==> src/rtl/rv_decode_pkg.sv <==
`default_nettype none

package rv_decode_pkg;

    typedef enum logic [4:0] {
        OPC_LOAD   = 5'b00000,
        OPC_OP_IMM = 5'b00100,
        OPC_AUIPC  = 5'b00101,
        OPC_STORE  = 5'b01000,
        OPC_OP     = 5'b01100,
        OPC_LUI    = 5'b01101,
        OPC_BRANCH = 5'b11000,
        OPC_JALR   = 5'b11001,
        OPC_JAL    = 5'b11011,
        OPC_SYSTEM = 5'b11100
    } major_opcode_e;

    // Zero is the illegal code so a cleared pipeline register holds no real operation
    typedef enum logic [5:0] {
        OP_ILLEGAL = 6'd0,
        OP_BEQ, OP_BNE, OP_BLT, OP_BGE, OP_BLTU, OP_BGEU,
        OP_ADDI, OP_SLTI, OP_SLTIU, OP_XORI, OP_ORI, OP_ANDI,
        OP_SLLI, OP_SRLI, OP_SRAI,
        OP_ADD, OP_SUB, OP_SLL, OP_SLT, OP_SLTU,
        OP_XOR, OP_OR, OP_AND, OP_SRL, OP_SRA,
        OP_LB, OP_LH, OP_LW, OP_LBU, OP_LHU,
        OP_SB, OP_SH, OP_SW,
        OP_CSRRW, OP_CSRRS, OP_CSRRC,
        OP_CSRRWI, OP_CSRRSI, OP_CSRRCI,
        OP_ECALL, OP_EBREAK, OP_MRET, OP_SRET, OP_WFI,
        OP_JAL, OP_JALR, OP_LUI, OP_AUIPC
    } inst_op_e;

    typedef enum logic [2:0] {
        FMT_R = 3'd0,  // No immediate
        FMT_I = 3'd1,
        FMT_S = 3'd2,
        FMT_B = 3'd3,
        FMT_U = 3'd4,
        FMT_J = 3'd5
    } imm_fmt_e;

    typedef logic [4:0] reg_addr_t;

    typedef struct packed {
        logic        en;
        reg_addr_t   addr;
        logic [31:0] data;
    } wb_req_t;

    typedef struct packed {
        logic        valid;
        logic        illegal;
        inst_op_e    op;
        reg_addr_t   rd;
        reg_addr_t   rs1;
        reg_addr_t   rs2;
        logic [31:0] imm;
        logic [31:0] rs1_data;
        logic [31:0] rs2_data;
    } id_ex_t;

    localparam logic [6:0]  FUNCT7_ZERO = 7'b0000000;
    localparam logic [6:0]  FUNCT7_ALT  = 7'b0100000;  // Selects sub and the arithmetic shifts
    localparam logic [11:0] F12_ECALL   = 12'h000;
    localparam logic [11:0] F12_EBREAK  = 12'h001;
    localparam logic [11:0] F12_SRET    = 12'h102;
    localparam logic [11:0] F12_WFI     = 12'h105;
    localparam logic [11:0] F12_MRET    = 12'h302;

endpackage

`default_nettype wire

==> src/rtl/decode_stage.sv <==
`timescale 1ns/1ps
`default_nettype none

module decode_stage #(
    parameter int NUM_REGS = 32,
    parameter int XLEN     = 32
) (
    input  wire logic              clk,
    input  wire logic              rst,
    input  wire logic              instr_valid,
    input  wire logic [31:0]       instr,
    input  wire logic              stall,
    input  wire logic              flush,
    input  rv_decode_pkg::wb_req_t wb,
    output rv_decode_pkg::id_ex_t  id_ex
);

    rv_decode_pkg::inst_op_e  dec_op;
    rv_decode_pkg::imm_fmt_e  dec_fmt;
    rv_decode_pkg::reg_addr_t dec_rd;
    rv_decode_pkg::reg_addr_t dec_rs1;
    rv_decode_pkg::reg_addr_t dec_rs2;
    logic                     dec_illegal;
    logic [31:0]              imm;
    logic [XLEN-1:0]          rs1_data;
    logic [XLEN-1:0]          rs2_data;
    rv_decode_pkg::id_ex_t    id_ex_next;

    instruction_decoder u_decoder (
        .instr   (instr),
        .op      (dec_op),
        .fmt     (dec_fmt),
        .rd      (dec_rd),
        .rs1     (dec_rs1),
        .rs2     (dec_rs2),
        .illegal (dec_illegal)
    );

    imm_gen u_imm_gen (
        .instr (instr),
        .fmt   (dec_fmt),
        .imm   (imm)
    );

    reg_file #(
        .NUM_REGS (NUM_REGS),
        .XLEN     (XLEN)
    ) u_reg_file (
        .clk      (clk),
        .rst      (rst),
        .wb       (wb),
        .rs1_addr (dec_rs1),
        .rs2_addr (dec_rs2),
        .rs1_data (rs1_data),
        .rs2_data (rs2_data)
    );

    always_comb begin
        id_ex_next.valid    = instr_valid;
        id_ex_next.illegal  = instr_valid && dec_illegal;  // A bubble is never reported illegal
        id_ex_next.op       = dec_op;
        id_ex_next.rd       = dec_rd;
        id_ex_next.rs1      = dec_rs1;
        id_ex_next.rs2      = dec_rs2;
        id_ex_next.imm      = imm;
        id_ex_next.rs1_data = rs1_data;
        id_ex_next.rs2_data = rs2_data;
    end

    // Flush beats stall, and a stalled word is dropped until upstream presents it again
    always_ff @(posedge clk) begin
        if (rst) begin
            id_ex <= '0;
        end else if (flush) begin
            id_ex.valid <= 1'b0;
        end else if (!stall) begin
            id_ex <= id_ex_next;
        end
    end

endmodule

`default_nettype wire

==> src/rtl/imm_gen.sv <==
`timescale 1ns/1ps
`default_nettype none

module imm_gen (
    input  wire logic [31:0]        instr,
    input  rv_decode_pkg::imm_fmt_e fmt,
    output logic [31:0]             imm
);

    logic sign;

    assign sign = instr[31];  // Every format takes its sign from bit 31

    always_comb begin
        case (fmt)
            rv_decode_pkg::FMT_I: begin
                imm = {{20{sign}}, instr[31:20]};
            end
            rv_decode_pkg::FMT_S: begin
                imm = {{20{sign}}, instr[31:25], instr[11:7]};
            end
            rv_decode_pkg::FMT_B: begin
                imm = {{19{sign}}, instr[31], instr[7], instr[30:25],
                       instr[11:8], 1'b0};
            end
            rv_decode_pkg::FMT_U: begin
                imm = {instr[31:12], 12'd0};
            end
            rv_decode_pkg::FMT_J: begin
                imm = {{11{sign}}, instr[31], instr[19:12], instr[20],
                       instr[30:21], 1'b0};
            end
            default: begin
                imm = 32'd0;
            end
        endcase
    end

endmodule

`default_nettype wire

==> src/rtl/instruction_decoder.sv <==
`timescale 1ns/1ps
`default_nettype none

module instruction_decoder (
    input  wire logic [31:0]              instr,
    output rv_decode_pkg::inst_op_e       op,
    output rv_decode_pkg::imm_fmt_e       fmt,
    output rv_decode_pkg::reg_addr_t      rd,
    output rv_decode_pkg::reg_addr_t      rs1,
    output rv_decode_pkg::reg_addr_t      rs2,
    output logic                          illegal
);

    rv_decode_pkg::major_opcode_e opcode;
    logic [2:0]                   funct3;
    logic [6:0]                   funct7;
    logic [11:0]                  funct12;
    logic                         use_rd;
    logic                         use_rs1;
    logic                         use_rs2;
    logic                         f7_zero;
    logic                         f7_alt;

    assign opcode  = rv_decode_pkg::major_opcode_e'(instr[6:2]);
    assign funct3  = instr[14:12];
    assign funct7  = instr[31:25];
    assign funct12 = instr[31:20];
    assign f7_zero = (funct7 == rv_decode_pkg::FUNCT7_ZERO);
    assign f7_alt  = (funct7 == rv_decode_pkg::FUNCT7_ALT);

    always_comb begin
        op      = rv_decode_pkg::OP_ILLEGAL;
        fmt     = rv_decode_pkg::FMT_R;
        use_rd  = 1'b0;
        use_rs1 = 1'b0;
        use_rs2 = 1'b0;

        if (instr[1:0] == 2'b11) begin  // Compressed space is not supported
            case (opcode)
                rv_decode_pkg::OPC_LUI: begin
                    op     = rv_decode_pkg::OP_LUI;
                    fmt    = rv_decode_pkg::FMT_U;
                    use_rd = 1'b1;
                end
                rv_decode_pkg::OPC_AUIPC: begin
                    op     = rv_decode_pkg::OP_AUIPC;
                    fmt    = rv_decode_pkg::FMT_U;
                    use_rd = 1'b1;
                end
                rv_decode_pkg::OPC_JAL: begin
                    op     = rv_decode_pkg::OP_JAL;
                    fmt    = rv_decode_pkg::FMT_J;
                    use_rd = 1'b1;
                end
                rv_decode_pkg::OPC_JALR: begin
                    if (funct3 == 3'b000) op = rv_decode_pkg::OP_JALR;
                    fmt     = rv_decode_pkg::FMT_I;
                    use_rd  = 1'b1;
                    use_rs1 = 1'b1;
                end
                rv_decode_pkg::OPC_BRANCH: begin
                    case (funct3)
                        3'b000:  op = rv_decode_pkg::OP_BEQ;
                        3'b001:  op = rv_decode_pkg::OP_BNE;
                        3'b100:  op = rv_decode_pkg::OP_BLT;
                        3'b101:  op = rv_decode_pkg::OP_BGE;
                        3'b110:  op = rv_decode_pkg::OP_BLTU;
                        3'b111:  op = rv_decode_pkg::OP_BGEU;
                        default: op = rv_decode_pkg::OP_ILLEGAL;
                    endcase
                    fmt     = rv_decode_pkg::FMT_B;
                    use_rs1 = 1'b1;
                    use_rs2 = 1'b1;
                end
                rv_decode_pkg::OPC_LOAD: begin
                    case (funct3)
                        3'b000:  op = rv_decode_pkg::OP_LB;
                        3'b001:  op = rv_decode_pkg::OP_LH;
                        3'b010:  op = rv_decode_pkg::OP_LW;
                        3'b100:  op = rv_decode_pkg::OP_LBU;
                        3'b101:  op = rv_decode_pkg::OP_LHU;
                        default: op = rv_decode_pkg::OP_ILLEGAL;
                    endcase
                    fmt     = rv_decode_pkg::FMT_I;
                    use_rd  = 1'b1;
                    use_rs1 = 1'b1;
                end
                rv_decode_pkg::OPC_STORE: begin
                    case (funct3)
                        3'b000:  op = rv_decode_pkg::OP_SB;
                        3'b001:  op = rv_decode_pkg::OP_SH;
                        3'b010:  op = rv_decode_pkg::OP_SW;
                        default: op = rv_decode_pkg::OP_ILLEGAL;
                    endcase
                    fmt     = rv_decode_pkg::FMT_S;
                    use_rs1 = 1'b1;
                    use_rs2 = 1'b1;
                end
                rv_decode_pkg::OPC_OP_IMM: begin
                    case (funct3)
                        3'b000: op = rv_decode_pkg::OP_ADDI;
                        3'b010: op = rv_decode_pkg::OP_SLTI;
                        3'b011: op = rv_decode_pkg::OP_SLTIU;
                        3'b100: op = rv_decode_pkg::OP_XORI;
                        3'b110: op = rv_decode_pkg::OP_ORI;
                        3'b111: op = rv_decode_pkg::OP_ANDI;
                        3'b001: if (f7_zero) op = rv_decode_pkg::OP_SLLI;
                        default: begin
                            if (f7_zero) op = rv_decode_pkg::OP_SRLI;
                            else if (f7_alt) op = rv_decode_pkg::OP_SRAI;
                        end
                    endcase
                    fmt     = rv_decode_pkg::FMT_I;
                    use_rd  = 1'b1;
                    use_rs1 = 1'b1;
                end
                rv_decode_pkg::OPC_OP: begin
                    if (f7_zero) begin
                        case (funct3)
                            3'b000:  op = rv_decode_pkg::OP_ADD;
                            3'b001:  op = rv_decode_pkg::OP_SLL;
                            3'b010:  op = rv_decode_pkg::OP_SLT;
                            3'b011:  op = rv_decode_pkg::OP_SLTU;
                            3'b100:  op = rv_decode_pkg::OP_XOR;
                            3'b101:  op = rv_decode_pkg::OP_SRL;
                            3'b110:  op = rv_decode_pkg::OP_OR;
                            default: op = rv_decode_pkg::OP_AND;
                        endcase
                    end else if (f7_alt && funct3 == 3'b000) begin
                        op = rv_decode_pkg::OP_SUB;
                    end else if (f7_alt && funct3 == 3'b101) begin
                        op = rv_decode_pkg::OP_SRA;
                    end
                    use_rd  = 1'b1;
                    use_rs1 = 1'b1;
                    use_rs2 = 1'b1;
                end
                rv_decode_pkg::OPC_SYSTEM: begin
                    case (funct3)
                        3'b000: begin
                            case (funct12)
                                rv_decode_pkg::F12_ECALL:  op = rv_decode_pkg::OP_ECALL;
                                rv_decode_pkg::F12_EBREAK: op = rv_decode_pkg::OP_EBREAK;
                                rv_decode_pkg::F12_MRET:   op = rv_decode_pkg::OP_MRET;
                                rv_decode_pkg::F12_SRET:   op = rv_decode_pkg::OP_SRET;
                                rv_decode_pkg::F12_WFI:    op = rv_decode_pkg::OP_WFI;
                                default:                   op = rv_decode_pkg::OP_ILLEGAL;
                            endcase
                        end
                        3'b001:  op = rv_decode_pkg::OP_CSRRW;
                        3'b010:  op = rv_decode_pkg::OP_CSRRS;
                        3'b011:  op = rv_decode_pkg::OP_CSRRC;
                        3'b101:  op = rv_decode_pkg::OP_CSRRWI;
                        3'b110:  op = rv_decode_pkg::OP_CSRRSI;
                        3'b111:  op = rv_decode_pkg::OP_CSRRCI;
                        default: op = rv_decode_pkg::OP_ILLEGAL;
                    endcase
                    if (funct3 != 3'b000) begin
                        fmt     = rv_decode_pkg::FMT_I;  // CSR address sits in the I field
                        use_rd  = 1'b1;
                        use_rs1 = 1'b1;  // Carries zimm for the immediate CSR forms
                    end
                end
                default: op = rv_decode_pkg::OP_ILLEGAL;
            endcase
        end

        if (op == rv_decode_pkg::OP_ILLEGAL) begin
            fmt     = rv_decode_pkg::FMT_R;
            use_rd  = 1'b0;
            use_rs1 = 1'b0;
            use_rs2 = 1'b0;
        end
    end

    assign rd      = use_rd  ? instr[11:7]  : 5'd0;
    assign rs1     = use_rs1 ? instr[19:15] : 5'd0;
    assign rs2     = use_rs2 ? instr[24:20] : 5'd0;
    assign illegal = (op == rv_decode_pkg::OP_ILLEGAL);

endmodule

`default_nettype wire

==> src/rtl/reg_file.sv <==
`timescale 1ns/1ps
`default_nettype none

module reg_file #(
    parameter int NUM_REGS = 32,
    parameter int XLEN     = 32
) (
    input  wire logic               clk,
    input  wire logic               rst,
    input  rv_decode_pkg::wb_req_t  wb,
    input  rv_decode_pkg::reg_addr_t rs1_addr,
    input  rv_decode_pkg::reg_addr_t rs2_addr,
    output logic [XLEN-1:0]         rs1_data,
    output logic [XLEN-1:0]         rs2_data
);

    logic [XLEN-1:0] regs [0:NUM_REGS-1];
    logic            wr_live;
    logic            fwd_rs1;
    logic            fwd_rs2;

    assign wr_live = wb.en && (wb.addr != 5'd0);  // Writes to x0 never land

    always_ff @(posedge clk) begin
        if (rst) begin
            for (int i = 0; i < NUM_REGS; i++) begin
                regs[i] <= '0;
            end
        end else if (wr_live) begin
            regs[wb.addr] <= wb.data;
        end
    end

    assign fwd_rs1 = wr_live && (wb.addr == rs1_addr);
    assign fwd_rs2 = wr_live && (wb.addr == rs2_addr);

    always_comb begin
        if (fwd_rs1) begin
            rs1_data = wb.data;  // Same cycle write wins over the stored value
        end else begin
            rs1_data = regs[rs1_addr];
        end
        if (fwd_rs2) begin
            rs2_data = wb.data;
        end else begin
            rs2_data = regs[rs2_addr];
        end
    end

endmodule

`default_nettype wire

==> config.mk <==
export PLATFORM = sky130hd
export DESIGN_NAME = decode_stage
export DESIGN_NICKNAME = d
export VERILOG_FILES = /design/src/rtl/rv_decode_pkg.sv /design/src/rtl/decode_stage.sv /design/src/rtl/imm_gen.sv /design/src/rtl/instruction_decoder.sv /design/src/rtl/reg_file.sv
export SDC_FILE = /design/constraint.sdc
export NUM_CORES = 2
export LEC_CHECK = 0
export BUFFER_PORTS_ARGS = -buffer_cell sky130_fd_sc_hd__buf_2
export CAP_MARGIN = 20
export CORE_ASPECT_RATIO = 0.5
export CORE_MARGIN = 4
export CORE_UTILIZATION = 55
export DETAILED_ROUTE_END_ITERATION = 10
export PLACE_DENSITY = 0.72
export SLEW_MARGIN = 30
export SYNTH_ARGS = -nofsm -noshare
export SYNTH_HDL_FRONTEND = slang
export SYNTH_SLANG_ARGS = --single-unit
==> constraint.sdc <==
create_clock -name clk -period 5.8 [get_ports clk]
set_clock_uncertainty 0.2 [all_clocks]
set_input_delay 0.58 -clock clk [delete_from_list [all_inputs] [get_ports clk]]
set_output_delay 0.58 -clock clk [all_outputs]
set_load 0.02 [all_outputs]
## Word level (Yosys, flattened, before mapping)

Memories as Yosys holds them, arrays and structs flattened. A register that Yosys moved wholly into a read port is not among the register bits.
Index checks and enable logic that the tools add are counted.

| operators by class | value |
|---|---|
| bitwise gates (word level) | 2 |
| mux-type cells | 42 |
| reduce and logical (&&, ||, !) cells | 19 |
| eq/ne operators | 27 |

Operators by type and width:

| operator | number |
|---|---|
| 32-bit case mux with 5 select lines | 1 |
| 6-bit case mux with 7 select lines | 2 |
| 6-bit case mux with 10 select lines | 1 |
| 3-bit case mux with 6 select lines | 2 |
| 32-bit two-way mux | 1 |
| 32-bit OR reduction | 1 |
| 6-bit two-way mux | 5 |
| 6-bit case mux with 5 select lines | 1 |
| 4-bit case mux with 7 select lines | 1 |
| 5-bit two-way mux | 5 |
| 5-bit case mux with 5 select lines | 1 |
| 12-bit by 9-bit == test with 1-bit output, second input constant | 2 |
| 5-bit == test, second input constant | 4 |
| 3-bit == test, second input constant | 6 |
| 6-bit case mux with 3 select lines | 1 |
| 5-bit by 4-bit == test with 1-bit output, second input constant | 3 |
| 1-bit two-way mux | 15 |
| 12-bit by 1-bit == test with 1-bit output, second input constant | 1 |
| 12-bit by 10-bit == test with 1-bit output, second input constant | 1 |
| 3-bit by 2-bit == test with 1-bit output, second input constant | 4 |
| 12-bit zero test | 1 |
| 5-bit by 3-bit == test with 1-bit output, second input constant | 2 |
| 4-bit two-way mux | 2 |
| 7-bit by 6-bit == test with 1-bit output, second input constant | 1 |
| other kinds (17) | 26 |

| word-level totals | value |
|---|---|
| logic and storage cells | 98 |
| register bits after elaboration | 55 |
| memories kept | 1 |
| output and inout bits | 119 |
| RAM bits | 1024 |
| input bits | 75 |

Memory list:

| memory | words | bits a word | read ports | clocked after memory_dff | wr ports | RTL line | text |
|---|---|---|---|---|---|---|---|
| u_reg_file.regs | 32 | 32 | 2 | 2 | 32 | reg_file.sv:17 | `logic [XLEN-1:0] regs [0:NUM_REGS-1];` |

## Depth between registers and ports, before layout

| logic depth | value |
|---|---|
| depth after elaboration | 11 |
| mapped depth | 17 |
| gate-level depth less buffers | 11 |

## Modules after synthesis

A second synthesis with hierarchy kept.

| second synthesis, totals | value |
|---|---|
| cells, all modules | 4245 |
| area total of the unflattened synthesis | 60544.3 µm² |

By module, submodules not included:

| module | cells each | seq. area each (µm²) | area an instance (µm²) | instances |
|---|---|---|---|---|
| reg_file | 3428 | 30749.5 | 53923.0 | 1 |
| decode_stage | 540 | 2382.3 | 4923.5 | 1 |
| instruction_decoder | 211 | 0.0 | 1307.5 | 1 |
| imm_gen | 66 | 0.0 | 390.4 | 1 |

## Worst setup path before layout

OpenSTA, ideal clock, no wires.

| path | value |
|---|---|
| path type | in2reg |
| from | input port wb[36] (netlist name) |
| to | memory u_reg_file.regs[15][0] (enable) |
| stages | 8 |
| data required time | 5.134 ns |
| buffers on the path | 4 |
| setup time | 0.466 ns |
| slack | 0.830 ns |
| arrival time | 4.305 ns |
| cell sequence | clkbuf_1 or3_1 clkbuf_1 o311a_1 nand3_1 clkbuf_1 clkbuf_1 o21ai_0 |

RTL lines:

| what | RTL line | text |
|---|---|---|
| start, declared | decode_stage.sv:14 | `input rv_decode_pkg::wb_req_t wb,` |
| end, declared | reg_file.sv:17 |  |

## Worst setup path in the final report

| path | value |
|---|---|
| from | input port instr[25] |
| to | register id_ex[54] (netlist name) |

| between the ends | value |
|---|---|
| cells in the longest elaborated chain, start to end | 10 |
| elaborated cells on any way between the ends | 23 |
| those cells by class | eq/ne: 5; mux: 13; reduce/logical: 5 |

RTL lines:

| what | RTL line | text |
|---|---|---|
| start, declared | decode_stage.sv:11 | `input wire logic [31:0] instr,` |
| branches (longest 5 deep; another with 12-bit by 9-bit == test with 1-bit output) | n/a |  |
| 6-bit case mux with 10 select lines (*) | instruction_decoder.sv:39 | `case (opcode)` |
| 6-bit two-way mux (*) | instruction_decoder.sv:38 | `if (instr[1:0] == 2'b11) begin` |
| 6-bit zero test (*) | instruction_decoder.sv:168 | `if (op == rv_decode_pkg::OP_ILLEGAL) begin` |
| 1-bit two-way mux (*) | instruction_decoder.sv:168 |  |
| 5-bit two-way mux (*) | instruction_decoder.sv:177 | `assign rs1 = use_rs1 ? instr[19:15] : 5'd0;` |

Mark *: on every way between the ends.
A chain may end at the register's enable or synchronous reset.

==> out/summary.json <==
{
  "power_and_ir_drop": {
    "switchingPower_uw": 5200,
    "total_leakage_power_uw": 0.0250,
    "power.share.combinational_pct": 10.5,
    "power_per_cell_area_nw_per_um2": 281,
    "power.share.clock_pct": 40.1,
    "pwr-share-seq_pct": 49.4,
    "irDropWorstVdd_mv": 0.256,
    "internal-power_uw": 14400,
    "p_sw_share_pct": 26.5
  },
  "worst_setup_path": {
    "critical_path_fanouts_max": 35,
    "cp.arrival_ns": 6.09,
    "timing.critical_path.from_type": "input port",
    "worstSetupEndpointType": "flop",
    "critPathKind": "input port to flop",
    "crit_required_ns": 6.29
  },
  "floorplan": {
    "die_height_um": 246,
    "pin_count": 194,
    "initial_utilization_pct": 56.0,
    "dieWidth_um": 484,
    "total_core_area_um2": 111000,
    "die_area_um2": 119000,
    "floorplan.rows": 86
  },
  "clock_network": {
    "clk_pin_slew_worst_paths_ns": 0.08,
    "tritoncts": "built",
    "cts_sinks": 1143,
    "cts_setup_buffers": 0,
    "cts.hold.buffers_added": 11,
    "cts_made_buffers": 104,
    "clk_path_buf_depth": 3,
    "clkLatencyLatePin_ns": 0.76,
    "cts-resized-gates": 0,
    "htreeDepth": 3,
    "cts_root_buffer": "clkbuf_16"
  },
  "final_layout": {
    "nets": 5960,
    "area_growth_syn_to_layout_pct": 12.0,
    "drive_above_1_share_pct": 14.7,
    "final_util_pct": 62.8
  },
  "grt": {
    "grt_start_max_net_pins": 141,
    "globalRoute.totalOverflow": 0,
    "wire_length_of_the_first_global_routing_pass_mm": 374,
    "gr-usage-all-layers_pct": 43.1,
    "via_count_of_the_first_global_routing_pass": 52427,
    "antenna_found_initial": 14
  },
  "timing": {
    "slew-limit-headroom_pct": 22.0,
    "finalSetupViolCount": 0,
    "unrepaired_setup_endpoints_after_global_routing": "no",
    "worst_slew_pin_slew_ns": 1.17,
    "clock.fmax_mhz": 179,
    "hold_violations": 0,
    "final_max_slew_viol_count": 0,
    "timing.setup.tns_ns": 0,
    "final.period_utilization_pct": 96.5,
    "period_minus_slack_ns": 5.60
  },
  "logic_synthesis": {
    "syn_area_per_cell_um2": 10.5,
    "syn_inst": 5919,
    "synth_async_sr_flop_share_pct": 0,
    "synth.yosys.seq_area_share_pct": 53.1,
    "syn-cell-area_um2": 62300,
    "synth_unique_cells": 97,
    "synth-warning-count": 0,
    "ys_ff_latch": 1143,
    "synthFlopType": "edfxtp_1",
    "synth_enable_flop_cells": 1024
  },
  "detailed_routing": {
    "detail_route.drc_violations": 0,
    "firstDrtPassIters": 9,
    "wl_per_cell_um": 35.3,
    "post_route_antenna_net_violation_count": 0,
    "drtIter0Drc": 10395,
    "vias_per_cell": 7.35,
    "routed_wl_mm": 264,
    "via_count": 54995
  },
  "placed_design": {
    "place.gp.congestion": 1.06,
    "hpwlAfterDp_mm": 172,
    "buffer_ports.inserted": 193
  },
  "outcome": {
    "run_status": "completed"
  },
  "min_path": {
    "worst_hold_path_type": "input port to flop"
  },
  "job": {
    "cap_violations": 0
  }
}
-- path summary, 6_finish.rpt --
kind	from	endpoint	slack (ns)	cells after the start
worst max-delay path	instr[25]	id_ex[54]$_SDFFE_PP0P_	0.20	15
worst min register to register	id_ex[103]$_SDFFE_PP0P_	id_ex[103]$_SDFFE_PP0P_	0.26	2
worst min-delay path	instr[28]	id_ex[72]$_SDFFE_PP0P_	0.06	3
worst max register to register	u_reg_file.regs[15][4]$_SDFFCE_PN0P_	id_ex[4]$_SDFFE_PP0P_	3.21	7
-- Yosys cell counts, drive strengths merged (122+ instances only) --
library cell / n / area, µm²
a21oi: 287 / 1440
mux2i: 316 / 3160
nand2: 429 / 1610
nor2: 388 / 1460
o22ai: 168 / 1050
edfxtp: 1024 / 30700
clkbuf: 490 / 1840
and2: 929 / 5810
nor3: 235 / 1210
o21ai: 289 / 1490
buf: 144 / 699
nand3: 122 / 616
-- final cells by class --
type,instances,area (µm²)
Inverter,25,96.3
Tap cell,1496,1870
Sequential cell,1143,33100
Timing Repair Buffer,463,3430
Clock inverter,71,1000
Multi-Input combinational cell,4148,27500
Antenna cell,8,20.0
Clock buffer,126,2810
Fill cell,8776,41400
-- cells by family (layout without fill, tap and decap cells) --
group	count (synthesis)	in the layout	share of synthesized area, %
XOR/XNOR	14	14	0.209
flip-flops	1143	1143	53.1
multiplexers	405	405	7.69
adder cells (fa/ha/maj)	1	1	0.0161
other	1	40	0.00602
AND/OR/NAND/NOR	2317	2317	19.6
buffers and inverters	659	685	4.22
AO/OA/AOI/OAI	1379	1379	15.1
-- through the flow --
step | cells | total power (µW) | worst slack [ns] | hold slack (ns) | instance area [µm²]
CTS | 7470 | 19500 | 0.567 | 0.0247 | 69800
global placement | 7262 | 11800 | -0.0397 | 0.246 | 65800
global route | 7474 | 20000 | 0.230 | 0.0627 | 69800
detailed placement | 7262 | 11800 | 0.0991 | 0.250 | 65800
finish | 7480 | 19600 | 0.204 | 0.0577 | 69800
floorplan | 5950 | 10900 | 0.830 | 0.330 | 62500
-- per-layer routing --
metal	wire length (µm)	global-route usage, %	up-vias	part of all wire, %
li1	-	-	21951	-
met1	94600	57.7	26654	36
met2	109000	61.7	5306	41
met3	41800	13.6	1072	16
met4	18600	25.8	12	7.1
met5	89	0	-	0.034
-- worst max-delay path, stage by stage --
cell           delay [ns]
dlygate4sd3_1        0.53
buf_2                0.17
nor3_1               0.46
nand4_1              0.24
o211a_1              0.26
o311a_1              0.34
and2_1               0.42
a31oi_4              0.74
buf_12               0.33
buf_12               0.30
mux2i_1              0.11
a222oi_1             0.84
nand4_1              0.37
nor2_1               0.18
a21o_1               0.12
-- placed cells by master, fill, tap and decap left out, drive strengths merged, types with 21 or more instances in the layout --
| cell type | Yosys | routed |
|---|---|---|
| mux4 | 56 | 56 |
| o22ai | 168 | 168 |
| mux2i | 316 | 316 |
| mux2 | 33 | 33 |
| a311oi | 22 | 22 |
| nand2 | 429 | 429 |
| edfxtp | 1024 | 1024 |
| clkbuf | 490 | 127 |
| o211ai | 48 | 48 |
| a221oi | 54 | 54 |
| conb | 1 | 32 |
| a2111oi | 28 | 28 |
| a21oi | 287 | 287 |
| a31oi | 48 | 48 |
| and2 | 929 | 929 |
| o21ai | 289 | 289 |
| bufinv | 0 | 22 |
| nor3 | 235 | 235 |
| o21a | 21 | 21 |
| buf | 144 | 451 |
| and3 | 41 | 41 |
| nand4 | 43 | 43 |
| dfxtp | 119 | 119 |
| a22oi | 114 | 114 |
| inv | 23 | 27 |
| nor4 | 38 | 38 |
| o221ai | 101 | 101 |
| nor2 | 388 | 388 |
| or3 | 25 | 25 |
| nand3 | 122 | 122 |
| clkinv | 2 | 38 |
-- power groups by stage --
stage | combinational, µW | clock [µW] | sequential, µW
2_1_floorplan | 1100 | 0 | 9790
3_3_place_gp | 1930 | 0 | 9830
3_5_place_dp | 1960 | 0 | 9850
4_1_cts | 1970 | 7840 | 9680
5_1_grt | 2120 | 8200 | 9720
6_report | 2070 | 7870 | 9700
-- registers in the layout (all words and copies together) (netlist names) --
signal,cells
u_reg_file.regs,1024
id_ex,119
Power figures use the tool's default switching activity.
